**src/rtl/routerPkg.sv**
```systemverilog
package routerPkg;

  // number of input channels competing for this output port.
  localparam int NumPorts = 5;

  localparam int FlitWidth = 32;   // payload width of one flit.
  localparam int LengthWidth = 12; // packet length field and also the hold counter width.
  localparam int FlitIdWidth = 3;

  // owner of the output port.
  // It is one-hot with idle in bit zero, so bits 5:1 line up with the channels L, N, E, W, S.
  typedef enum logic [NumPorts:0]
  {
    portIdle = 6'b000001,
    portL    = 6'b000010,
    portN    = 6'b000100,
    portE    = 6'b001000,
    portW    = 6'b010000,
    portS    = 6'b100000
  } portT;

  typedef enum logic [FlitIdWidth-1:0]
  {
    flitBody = 3'd0,
    flitHead = 3'd1, // the head flit carries the packet length.
    flitTail = 3'd2
  } flitIdT;

endpackage

```
**src/rtl/flitSwitch.sv**
```systemverilog
`timescale 1ns/1ns

module flitSwitch import routerPkg::*;
(
  input  logic                 clk,
  input  logic                 rst,
  input  portT                 grant,
  input  logic [FlitWidth-1:0] lFlit,
  input  logic [FlitWidth-1:0] nFlit,
  input  logic [FlitWidth-1:0] eFlit,
  input  logic [FlitWidth-1:0] wFlit,
  input  logic [FlitWidth-1:0] sFlit,
  output logic [FlitWidth-1:0] outFlit,
  output logic                 outValid,
  output portT                 outSrc
);

  logic [FlitWidth-1:0] selFlit;

  always_comb
  begin
    case (grant)
      portL:
        selFlit = lFlit;
      portN:
        selFlit = nFlit;
      portE:
        selFlit = eFlit;
      portW:
        selFlit = wFlit;
      portS:
        selFlit = sFlit;
      default:
        selFlit = '0; // the data lines read zero while the port is idle.
    endcase
  end

  always_ff @(posedge clk)
  begin
    outFlit <= selFlit;
  end

  always_ff @(posedge clk)
  begin
    if (rst)
    begin
      outValid <= 1'b0;
      outSrc <= portIdle;
    end
    else
    begin
      outValid <= (grant != portIdle);
      outSrc <= grant; // source travels with the flit through the register.
    end
  end

  assert property (@(posedge clk) disable iff (rst) outValid |-> (outSrc != portIdle))
    else $error("flitSwitch: valid output without a granted source.");

endmodule

```
**src/rtl/grantFsm.sv**
```systemverilog
`timescale 1ns/1ns

module grantFsm import routerPkg::*;
(
  input  logic                clk,
  input  logic                rst,
  input  logic [NumPorts-1:0] req,
  input  logic [NumPorts-1:0] timesUp,
  output logic [NumPorts-1:0] runTimer,
  output portT                grant
);

  portT                state;
  portT                nextState;
  logic [NumPorts-1:0] owner;     // current owner as a channel vector with L in bit zero.
  logic [NumPorts-1:0] keep;      // owner still requesting with time left.
  int unsigned         scanStart; // channel where the rotating search begins.

  // first requesting channel at or after start with a wrap from S back to L.
  function automatic portT pickFrom
  (
    input logic [NumPorts-1:0] reqs,
    input int unsigned         start
  );
    portT        found;
    int unsigned idx;
    found = portIdle;
    for (int i = NumPorts - 1; i >= 0; i--)
    begin
      idx = start + i;
      if (idx >= NumPorts)
      begin
        idx = idx - NumPorts;
      end
      if (reqs[idx])
      begin
        found = portT'(6'b000010 << idx); // lower offsets are scanned last and win.
      end
    end
    return found;
  endfunction

  assign owner = state[NumPorts:1];
  assign keep = owner & req & ~timesUp;

  always_comb
  begin
    case (state)
      portL:
        scanStart = 1;
      portN:
        scanStart = 2;
      portE:
        scanStart = 3;
      portW:
        scanStart = 4;
      default:
        scanStart = 0; // S wraps to L, and idle starts at L.
    endcase
  end

  always_comb
  begin
    runTimer = '0;
    nextState = portIdle;
    case (state)
      portIdle:
      begin
        nextState = pickFrom(req, 0); // fixed priority L, N, E, W, S.
      end
      portL, portN, portE, portW, portS:
      begin
        if (keep != '0)
        begin
          runTimer = keep;
          nextState = state;
        end
        else
        begin
          // the owner itself comes last in its own rotation.
          nextState = pickFrom(req, scanStart);
        end
      end
      default:
      begin
        nextState = portIdle;
      end
    endcase
  end

  always_ff @(posedge clk)
  begin
    if (rst)
    begin
      state <= portIdle;
    end
    else
    begin
      state <= nextState;
    end
  end

  assign grant = state;

  assert property (@(posedge clk) disable iff (rst) $onehot0(runTimer))
    else $error("grantFsm: more than one hold timer running.");

  // a running timer belongs to the channel that owns the port.
  assert property (@(posedge clk) disable iff (rst) (runTimer != '0) |-> (runTimer == owner))
    else $error("grantFsm: hold timer running for a channel that does not own the port.");

endmodule

```
**src/rtl/holdTimer.sv**
```systemverilog
`timescale 1ns/1ns

module holdTimer import routerPkg::*;
(
  input  logic                   clk,
  input  logic                   rst,
  input  flitIdT                 flitId,
  input  logic [LengthWidth-1:0] length,
  input  logic                   runTimer,
  output logic                   timesUp
);

  logic [LengthWidth-1:0] limit; // hold limit taken from the last head flit.
  logic [LengthWidth-1:0] count;

  always_ff @(posedge clk)
  begin
    if (rst)
    begin
      limit <= '0;
      count <= '0;
    end
    else
    begin
      if (flitId == flitHead)
      begin
        limit <= length;
      end
      if (runTimer)
      begin
        count <= count + 1'b1;
      end
      else
      begin
        count <= '0; // the count restarts whenever the channel is not holding.
      end
    end
  end

  assign timesUp = (count == limit);

  // The grant machine stops the timer in the cycle the count reaches the limit,
  // so a running count never steps past the limit.
  assert property (@(posedge clk) disable iff (rst) runTimer |-> (count != limit))
    else $error("holdTimer: count ran past the hold limit.");

endmodule

```
**src/rtl/outputArbiter.sv**
```systemverilog
`timescale 1ns/1ns

module outputArbiter import routerPkg::*;
(
  input  logic                   clk,
  input  logic                   rst,
  input  logic [FlitWidth-1:0]   lFlit,
  input  flitIdT                 lFlitId,
  input  logic [LengthWidth-1:0] lLength,
  input  logic                   lReq,
  input  logic [FlitWidth-1:0]   nFlit,
  input  flitIdT                 nFlitId,
  input  logic [LengthWidth-1:0] nLength,
  input  logic                   nReq,
  input  logic [FlitWidth-1:0]   eFlit,
  input  flitIdT                 eFlitId,
  input  logic [LengthWidth-1:0] eLength,
  input  logic                   eReq,
  input  logic [FlitWidth-1:0]   wFlit,
  input  flitIdT                 wFlitId,
  input  logic [LengthWidth-1:0] wLength,
  input  logic                   wReq,
  input  logic [FlitWidth-1:0]   sFlit,
  input  flitIdT                 sFlitId,
  input  logic [LengthWidth-1:0] sLength,
  input  logic                   sReq,
  output logic [FlitWidth-1:0]   outFlit,
  output logic                   outValid,
  output portT                   outSrc
);

  logic [NumPorts-1:0] req;      // channel vectors are L, N, E, W, S from bit zero up.
  logic [NumPorts-1:0] runTimer;
  logic [NumPorts-1:0] timesUp;
  portT                grant;

  assign req = {sReq, wReq, eReq, nReq, lReq};

  holdTimer lTimer
  (
    .clk      (clk),
    .rst      (rst),
    .flitId   (lFlitId),
    .length   (lLength),
    .runTimer (runTimer[0]),
    .timesUp  (timesUp[0])
  );

  holdTimer nTimer
  (
    .clk      (clk),
    .rst      (rst),
    .flitId   (nFlitId),
    .length   (nLength),
    .runTimer (runTimer[1]),
    .timesUp  (timesUp[1])
  );

  holdTimer eTimer
  (
    .clk      (clk),
    .rst      (rst),
    .flitId   (eFlitId),
    .length   (eLength),
    .runTimer (runTimer[2]),
    .timesUp  (timesUp[2])
  );

  holdTimer wTimer
  (
    .clk      (clk),
    .rst      (rst),
    .flitId   (wFlitId),
    .length   (wLength),
    .runTimer (runTimer[3]),
    .timesUp  (timesUp[3])
  );

  holdTimer sTimer
  (
    .clk      (clk),
    .rst      (rst),
    .flitId   (sFlitId),
    .length   (sLength),
    .runTimer (runTimer[4]),
    .timesUp  (timesUp[4])
  );

  grantFsm fsm
  (
    .clk      (clk),
    .rst      (rst),
    .req      (req),
    .timesUp  (timesUp),
    .runTimer (runTimer),
    .grant    (grant)
  );

  flitSwitch switch
  (
    .clk      (clk),
    .rst      (rst),
    .grant    (grant),
    .lFlit    (lFlit),
    .nFlit    (nFlit),
    .eFlit    (eFlit),
    .wFlit    (wFlit),
    .sFlit    (sFlit),
    .outFlit  (outFlit),
    .outValid (outValid),
    .outSrc   (outSrc)
  );

endmodule

```
**config.mk**
```make
export PLATFORM = sky130hd
export DESIGN_NAME = outputArbiter
export DESIGN_NICKNAME = d
export VERILOG_FILES = /design/src/rtl/routerPkg.sv /design/src/rtl/flitSwitch.sv /design/src/rtl/grantFsm.sv /design/src/rtl/holdTimer.sv /design/src/rtl/outputArbiter.sv
export SDC_FILE = /design/constraint.sdc
export NUM_CORES = 1
export LEC_CHECK = 0
export BUFFER_PORTS_ARGS = -buffer_cell sky130_fd_sc_hd__buf_2
export CORE_MARGIN = 2
export CORE_UTILIZATION = 48
export CTS_BUF_LIST = sky130_fd_sc_hd__clkbuf_8
export DETAILED_ROUTE_END_ITERATION = 12
export GPL_ROUTABILITY_DRIVEN = 0
export HOLD_SLACK_MARGIN = 0.03
export PLACE_DENSITY = 0.79
export SYNTH_ARGS = -nofsm -noshare
export SYNTH_HDL_FRONTEND = slang
export SYNTH_SLANG_ARGS = --single-unit
```
**constraint.sdc**
```tcl
create_clock -name clk -period 3.35 [get_ports clk]
set_input_delay 0.1675 -clock clk [delete_from_list [all_inputs] [get_ports clk]]
set_output_delay 0.1675 -clock clk [all_outputs]
set_load 0.005 [all_outputs]
```
==> results_dict.tcl, run 1 <==
set metrics [dict create \
    rsz0062_at_grt "true" \
    synth_cells 958 \
    grt_pass1_wl_um 47500 \
    num-nets-final 1658 \
    coreArea_mm2 0.0174 \
    drc 0 \
    final_antenna_net_count 0 \
    startpoint_type "register" \
    async_reset_ff_share_pct 0 \
    grt_usage_pct 32.6 \
    dieArea_mm2 0.0189 \
    overflow 0 \
    drive_above_1_share_pct 28.6 \
    chipWidth_um 138 \
    status "completed" \
    p_per_area_mw_per_mm2 459 \
    grt_pass1_vias 9408 \
    syn_area_mm2 0.00857 \
    worst_pin_slew_ns 1.22 \
    slew_headroom_pct 18.3 \
    cts_root_buf "clkbuf_8" \
    dp_hpwl_um 20500 \
    io_buffers 280 \
    drtIter0Drc 918 \
    synth_top_flop_cell "dfxtp_1" \
    insertion_delay_ns 0.47 \
    cp_max_fo 32 \
    clockBufferDepth 2 \
    vias_per_cell 5.72 \
    placementRows 48 \
    finalHoldViolations 0 \
    ys_seq_area_share_pct 38.6 \
    h-tree-depth 4 \
    critPathArrivalTime_ns 3.66 \
    finalPower_uw 5750 \
    synth.yosys.warnings 0 \
    cts_tree "built" \
    worstPathRequired_ns 3.74 \
    fill_cells 1241 \
    hold_path.class "input port to register" \
    drt-total-wl_um 31900 \
    critPathKind "register to register" \
    slew_violations 0 \
    dp_slack_ns 0.0193 \
    cap_viol_max_count 0 \
    area_growth_pct 46.1 \
    clk_pin_slew_ns 0.09 \
    wl_per_cell_um 19.4 \
    initial_core_util_pct 49.4 \
    ios 281 \
    timing.final.ws_setup_ns 0.0888 \
    cts_made_buffers 17 \
    grt_max_degree 63 \
    dr_total_vias 9413 \
    drt_first_pass_iters 9 \
    seqCellArea_mm2 0.00331 \
    synth_seq_cells 165 \
    multi_input_area_mm2 0.00514 \
    period_needed_ns 3.26 \
    ys_types 69 \
    max_freq_mhz 307 \
    fin_skew_ns 0.0146 \
    cp-end-kind "register" \
    antenna_found_initial 13 \
    setup-violations-final 0 \
    post-route-period-util_pct 97.3 \
    vdd_drop_max_uv 356 \
    syn_avg_cell_area_um2 8.94 \
    synth_edf_count 0 \
    clock_sinks 165 \
    power.leakage_uw 0.00572 \
    die_y_um 138 \
    synth_nets 1221 \
]
cell type report:
cell class	instances	share of cell area, %
flip-flops and latches	165	26.4
multi-input cells	716	41.1
clock buffers	17	1.87
clock inverters	14	1.33
inverters	21	0.630
repair buffers	474	26.1
diodes	13	0.260
well taps	225	2.25
registers in the layout (all words and copies together), names as in the netlist, 12 cells and up:
register and flops:
sTimer.limit 12, eTimer.limit 12, switch.outFlit 32, lTimer.count 12, lTimer.limit 12, sTimer.count 12, eTimer.count 12, nTimer.limit 12
wTimer.count 12, nTimer.count 12, wTimer.limit 12
cells by family after synthesis:
logic type	Yosys count	synth area share, %
XOR/XNOR	116	11.9
flip-flops	165	38.6
adder cells (fa/ha/maj)	21	3.15
multiplexers	71	8.50
AO/OA/AOI/OAI	145	13.8
buffers and inverters	77	3.58
AND/OR/NAND/NOR	363	20.5
synth_stat cells (3+ instances only):
cell,count,area share (%)
xor2_1,89,9.1
o21ai_1,4,0.23
nor3_1,11,0.64
mux2i_1,69,8.1
nand4_1,13,0.95
a22oi_1,32,2.8
and3_1,29,2.1
or3_1,4,0.29
xnor2_1,26,2.7
a21oi_1,14,0.82
o211ai_1,5,0.44
or4_1,4,0.35
nor3b_1,6,0.53
a31oi_1,10,0.73
nand2b_1,4,0.29
nor4_1,20,1.5
clkbuf_1,45,2.0
inv_1,20,0.88
dfxtp_1,165,39
buf_2,8,0.47
nor2_1,150,6.6
nor2b_1,8,0.58
ha_1,20,2.9
o22ai_1,5,0.37
nand3_1,32,1.9
nand2_1,68,3.0
o21ai_0,8,0.47
a222oi_1,32,3.7
a32oi_1,3,0.31
critical path: stages, from the launching register on:
cell           delay (ns)
dfxtp_1              0.33
buf_4                0.18
nor4_4               0.31
nand2_2              0.24
inv_1                0.16
buf_4                0.19
buf_4                0.36
a222oi_1             0.17
dlygate4sd3_1        0.59
nand2_1              0.08
dlygate4sd3_1        0.56
report_power, final:
part | leakage (uW) | internal, uW | switching, uW
registers | 0.00134 | 2090 | 56.5
logic | 0.00418 | 1000 | 1110
clock network | 0.000200 | 684 | 804
total | 0.00572 | 3780 | 1970
path summary, 6_finish.rpt:
path                         from                 end  slack, ns  cells past startpoint
setup reg to reg     fsm.grant[1]  switch.outFlit[18]       0.09                     10
hold reg to reg   eTimer.count[0]     eTimer.count[0]       0.50                      1
hold / removal         eFlitId[2]     eTimer.limit[9]       0.20                      4
setup / recovery     fsm.grant[1]  switch.outFlit[18]       0.09                     10
metrics by stage:
stage	util (%)	instance area [um^2]	hold WS, ns	setup TNS, ns	instances
floorplan	-	8660	0.292	0	958
global placement	59.6	10300	0.380	0	1435
detailed placement	59.6	10300	0.384	0	1435
CTS	71.1	12300	0.154	0	1625
global route	72.1	12500	0.190	-0.136	1645
finish	72.1	12500	0.195	0	1645
routing by layer:
metal  vias up  GRT usage (%)  wire, um
met5         -              0         0
met4         0           21.9      2130
met3       149           8.57      2740
met2       551           55.6     15400
met1      4389           35.5     11700
li1       4324              -         -
repair_timing:
| action | CTS | global route |
|---|---|---|
| setup endpoints to repair | 1 | 12 |
| gates resized for setup | 1 | 23 |
| cloned | 0 | 0 |
| setup buffers | 0 | 7 |
| hold buffers | 159 | 0 |
| pin swaps | 0 | 7 |
| endpoints found under the hold margin | 95 | 0 |
cells in the final DEF, fill, tap and decap left out, types with 5 or more instances in the layout:
cell type / instances
inv_6: 5
buf_2: 280
ha_1: 15
inv_1: 20
nor3_1: 10
mux2i_1: 68
nand2_1: 66
o21ai_0: 7
nand4_1: 13
buf_4: 33
nor4_1: 18
a222oi_1: 32
nor2_1: 147
nor3b_2: 6
and3_1: 28
a22oi_1: 32
a21oi_1: 13
xnor2_1: 25
a31oi_1: 9
dfxtp_1: 162
nor2b_1: 7
clkbuf_8: 17
o211ai_1: 5
diode_2: 13
nand3_1: 32
dlygate4sd3_1: 159
xor2_1: 89
No activity file was read; power rests on OpenSTA's default activity.
==> run 2, diff against run 1 <==
--- a/config.mk
+++ b/config.mk
@@ -6,6 +6,7 @@
 export NUM_CORES = 1
 export LEC_CHECK = 0
 export BUFFER_PORTS_ARGS = -buffer_cell sky130_fd_sc_hd__buf_2
+export CORE_ASPECT_RATIO = 0.75
 export CORE_MARGIN = 2
 export CORE_UTILIZATION = 48
 export CTS_BUF_LIST = sky130_fd_sc_hd__clkbuf_8
@@ -13,6 +14,7 @@
 export GPL_ROUTABILITY_DRIVEN = 0
 export HOLD_SLACK_MARGIN = 0.03
 export PLACE_DENSITY = 0.79
+export REMOVE_ABC_BUFFERS = 1
 export SYNTH_ARGS = -nofsm -noshare
 export SYNTH_HDL_FRONTEND = slang
 export SYNTH_SLANG_ARGS = --single-unit
==> run 2 against run 1 <==
Net effect: worst hold slack got worse by 0.0061 ns; maximum frequency fell by 1.6%; via count fell by 3.4%; final cell count rose by 0.43%; die area barely moved; routed wire length fell by 11%; critical path depth fell by 2; final area fell by 1.1%; global-route usage fell by 3.4 points; critical path type unchanged; critical endpoint is now switch.outFlit[15].
==> results_dict.tcl, run 2 (synthesis gave the netlist of run 1 again) <==
set metrics [dict create \
    status "completed" \
    h-tree-depth 4 \
    grt_max_degree 74 \
    drtIter0Drc 734 \
    slew_violations 0 \
    holdWs_ns 0.189 \
    cp_max_fo 32 \
    post-route-period-util_pct 99.0 \
    chipWidth_um 158 \
    antenna_found_initial 0 \
    placementRows 42 \
    vias_per_cell 5.50 \
    startpoint_type "register" \
    diodes 0 \
    power_switching_uw 1870 \
    num-nets-final 1660 \
    critPathKind "register to register" \
    max_freq_mhz 302 \
    vdd_drop_max_uv 344 \
    seqPwrFrac_pct 38.5 \
    hold_path.class "input port to register" \
    grt_usage_pct 29.2 \
    p_comb_share_pct 36.7 \
    drt-total-wl_um 28300 \
    worstPathRequired_ns 3.75 \
    finalHoldViolations 0 \
    cp-end-kind "register" \
    critPathArrivalTime_ns 3.72 \
    placed_cell_area_mm2 0.0104 \
    fill_cells 1407 \
    finalPower_uw 5580 \
    io_buffers 280 \
    p_int_uw 3710 \
    wl_per_cell_um 17.1 \
    dr_total_vias 9091 \
    drive_above_1_share_pct 28.1 \
    final_cell_mix "280 x buf_2, 164 x dfxtp_1, 156 x dlygate4sd3_1" \
    cap_viol_max_count 0 \
    initial_core_util_pct 48.8 \
    timing.final.ws_setup_ns 0.0351 \
    p_per_area_mw_per_mm2 451 \
    largest_reg_flops 32 \
    final_common_cell "buf_2" \
    die_y_um 120 \
    cts_root_buf "clkbuf_8" \
    cts_made_buffers 17 \
    cts_tree "built" \
    grt_pass1_wl_um 43600 \
    fin_skew_ns 0.0162 \
    rsz0062_at_grt "true" \
    insertion_delay_ns 0.46 \
    final_area_mm2 0.0124 \
    coreArea_mm2 0.0176 \
    clock_sinks 165 \
    clockBufferDepth 2 \
    worst_pin_slew_ns 1.20 \
    clk_pin_slew_ns 0.09 \
    period_needed_ns 3.31 \
    grt_pass1_vias 8870 \
    clkPwrFrac_pct 24.8 \
    ios 281 \
    area_growth_pct 44.5 \
    switching_share_pct 33.5 \
    dieArea_mm2 0.0189 \
    drc 0 \
    dp_hpwl_um 18500 \
    regMostFlops "switch.outFlit" \
    overflow 0 \
    slew_headroom_pct 19.3 \
    final_antenna_net_count 0 \
    power.leakage_uw 0.00570 \
    dp_slack_ns 0.00340 \
    drt_first_pass_iters 9 \
    setup-violations-final 0 \
]
## run 2: cell types whose count changed in the layout (fill, tap and decap cells not counted), moves of 3 or more
cell / previous run / this run
inv_6: 5 / 2
clkbuf_8: 17 / 20
ha_4: 3 / 0
dlygate4sd3_1: 159 / 156
buf_4: 33 / 39
clkinv_2: 1 / 5
diode_2: 13 / 0
inv_8: 3 / 0
## run 2: metrics by stage
stage | instances | util (%) | setup TNS (ns)
6_report | 1652 | 70.5 | 0
5_1_grt | 1652 | 70.5 | -0.0944
4_1_cts | 1652 | 70.2 | 0
3_5_place_dp | 1464 | 59.1 | 0
3_3_place_gp | 1464 | 59.1 | 0
2_1_floorplan | 902 | - | -0.644
## run 2: layout make-up
| type | count | area, um^2 | area share, % |
|---|---|---|---|
| repair buffers | 476 | 3270 | 26.4 |
| inverters | 21 | 78.8 | 0.637 |
| well taps | 242 | 303 | 2.45 |
| multi-input cells | 716 | 5050 | 40.8 |
| clock buffers | 20 | 275 | 2.22 |
| clock inverters | 12 | 101 | 0.819 |
| flip-flops and latches | 165 | 3300 | 26.7 |
## run 2: per-layer routing
layer	track usage, %	vias up	wire length [um]	share of wire [%]
li1	-	4318	-	-
met1	37.5	4247	11900	42
met2	46.3	442	13100	46
met3	9.21	84	2590	9.1
met4	10.4	0	757	2.7
met5	1.12	-	0	0
## run 2: path summary, 6_finish.rpt
kind | from | endpoint | slack (ns) | depth (start not counted)
hold / removal | rst | fsm.grant[3] | 0.19 | 4
setup reg to reg | fsm.grant[0] | switch.outFlit[15] | 0.04 | 8
setup / recovery | fsm.grant[0] | switch.outFlit[15] | 0.04 | 8
hold reg to reg | wTimer.count[0] | wTimer.count[0] | 0.49 | 1
## run 2: worst max-delay path, cell delays in order, from the launching register on
cell and delay (ns):
dfxtp_1 0.34, buf_4 0.17, or4_1 0.62, nor3_4 0.36, buf_6 0.35, a222oi_1 0.15
dlygate4sd3_1 0.61, nand2_1 0.07, dlygate4sd3_1 0.56
## run 2: power groups by stage
| stage | clock network (uW) | logic (uW) | registers (uW) |
|---|---|---|---|
| detailed placement | 0 | 1690 | 2190 |
| global placement | 0 | 1680 | 2190 |
| global route | 1500 | 2170 | 2160 |
| finish | 1390 | 2050 | 2150 |
| floorplan | 0 | 937 | 2220 |
| CTS | 1420 | 1930 | 2150 |
## run 2: repair_timing
| item | 4_1_cts | 5_1_grt |
|---|---|---|
| endpoints found under the setup margin | 1 | 60 |
| gates resized for setup | 1 | 16 |
| cloned | 0 | 0 |
| endpoints found under the hold margin | 92 | 0 |
| buffers inserted | 0 | 0 |
| pin swaps | 0 | 1 |
| hold buffers | 156 | 0 |
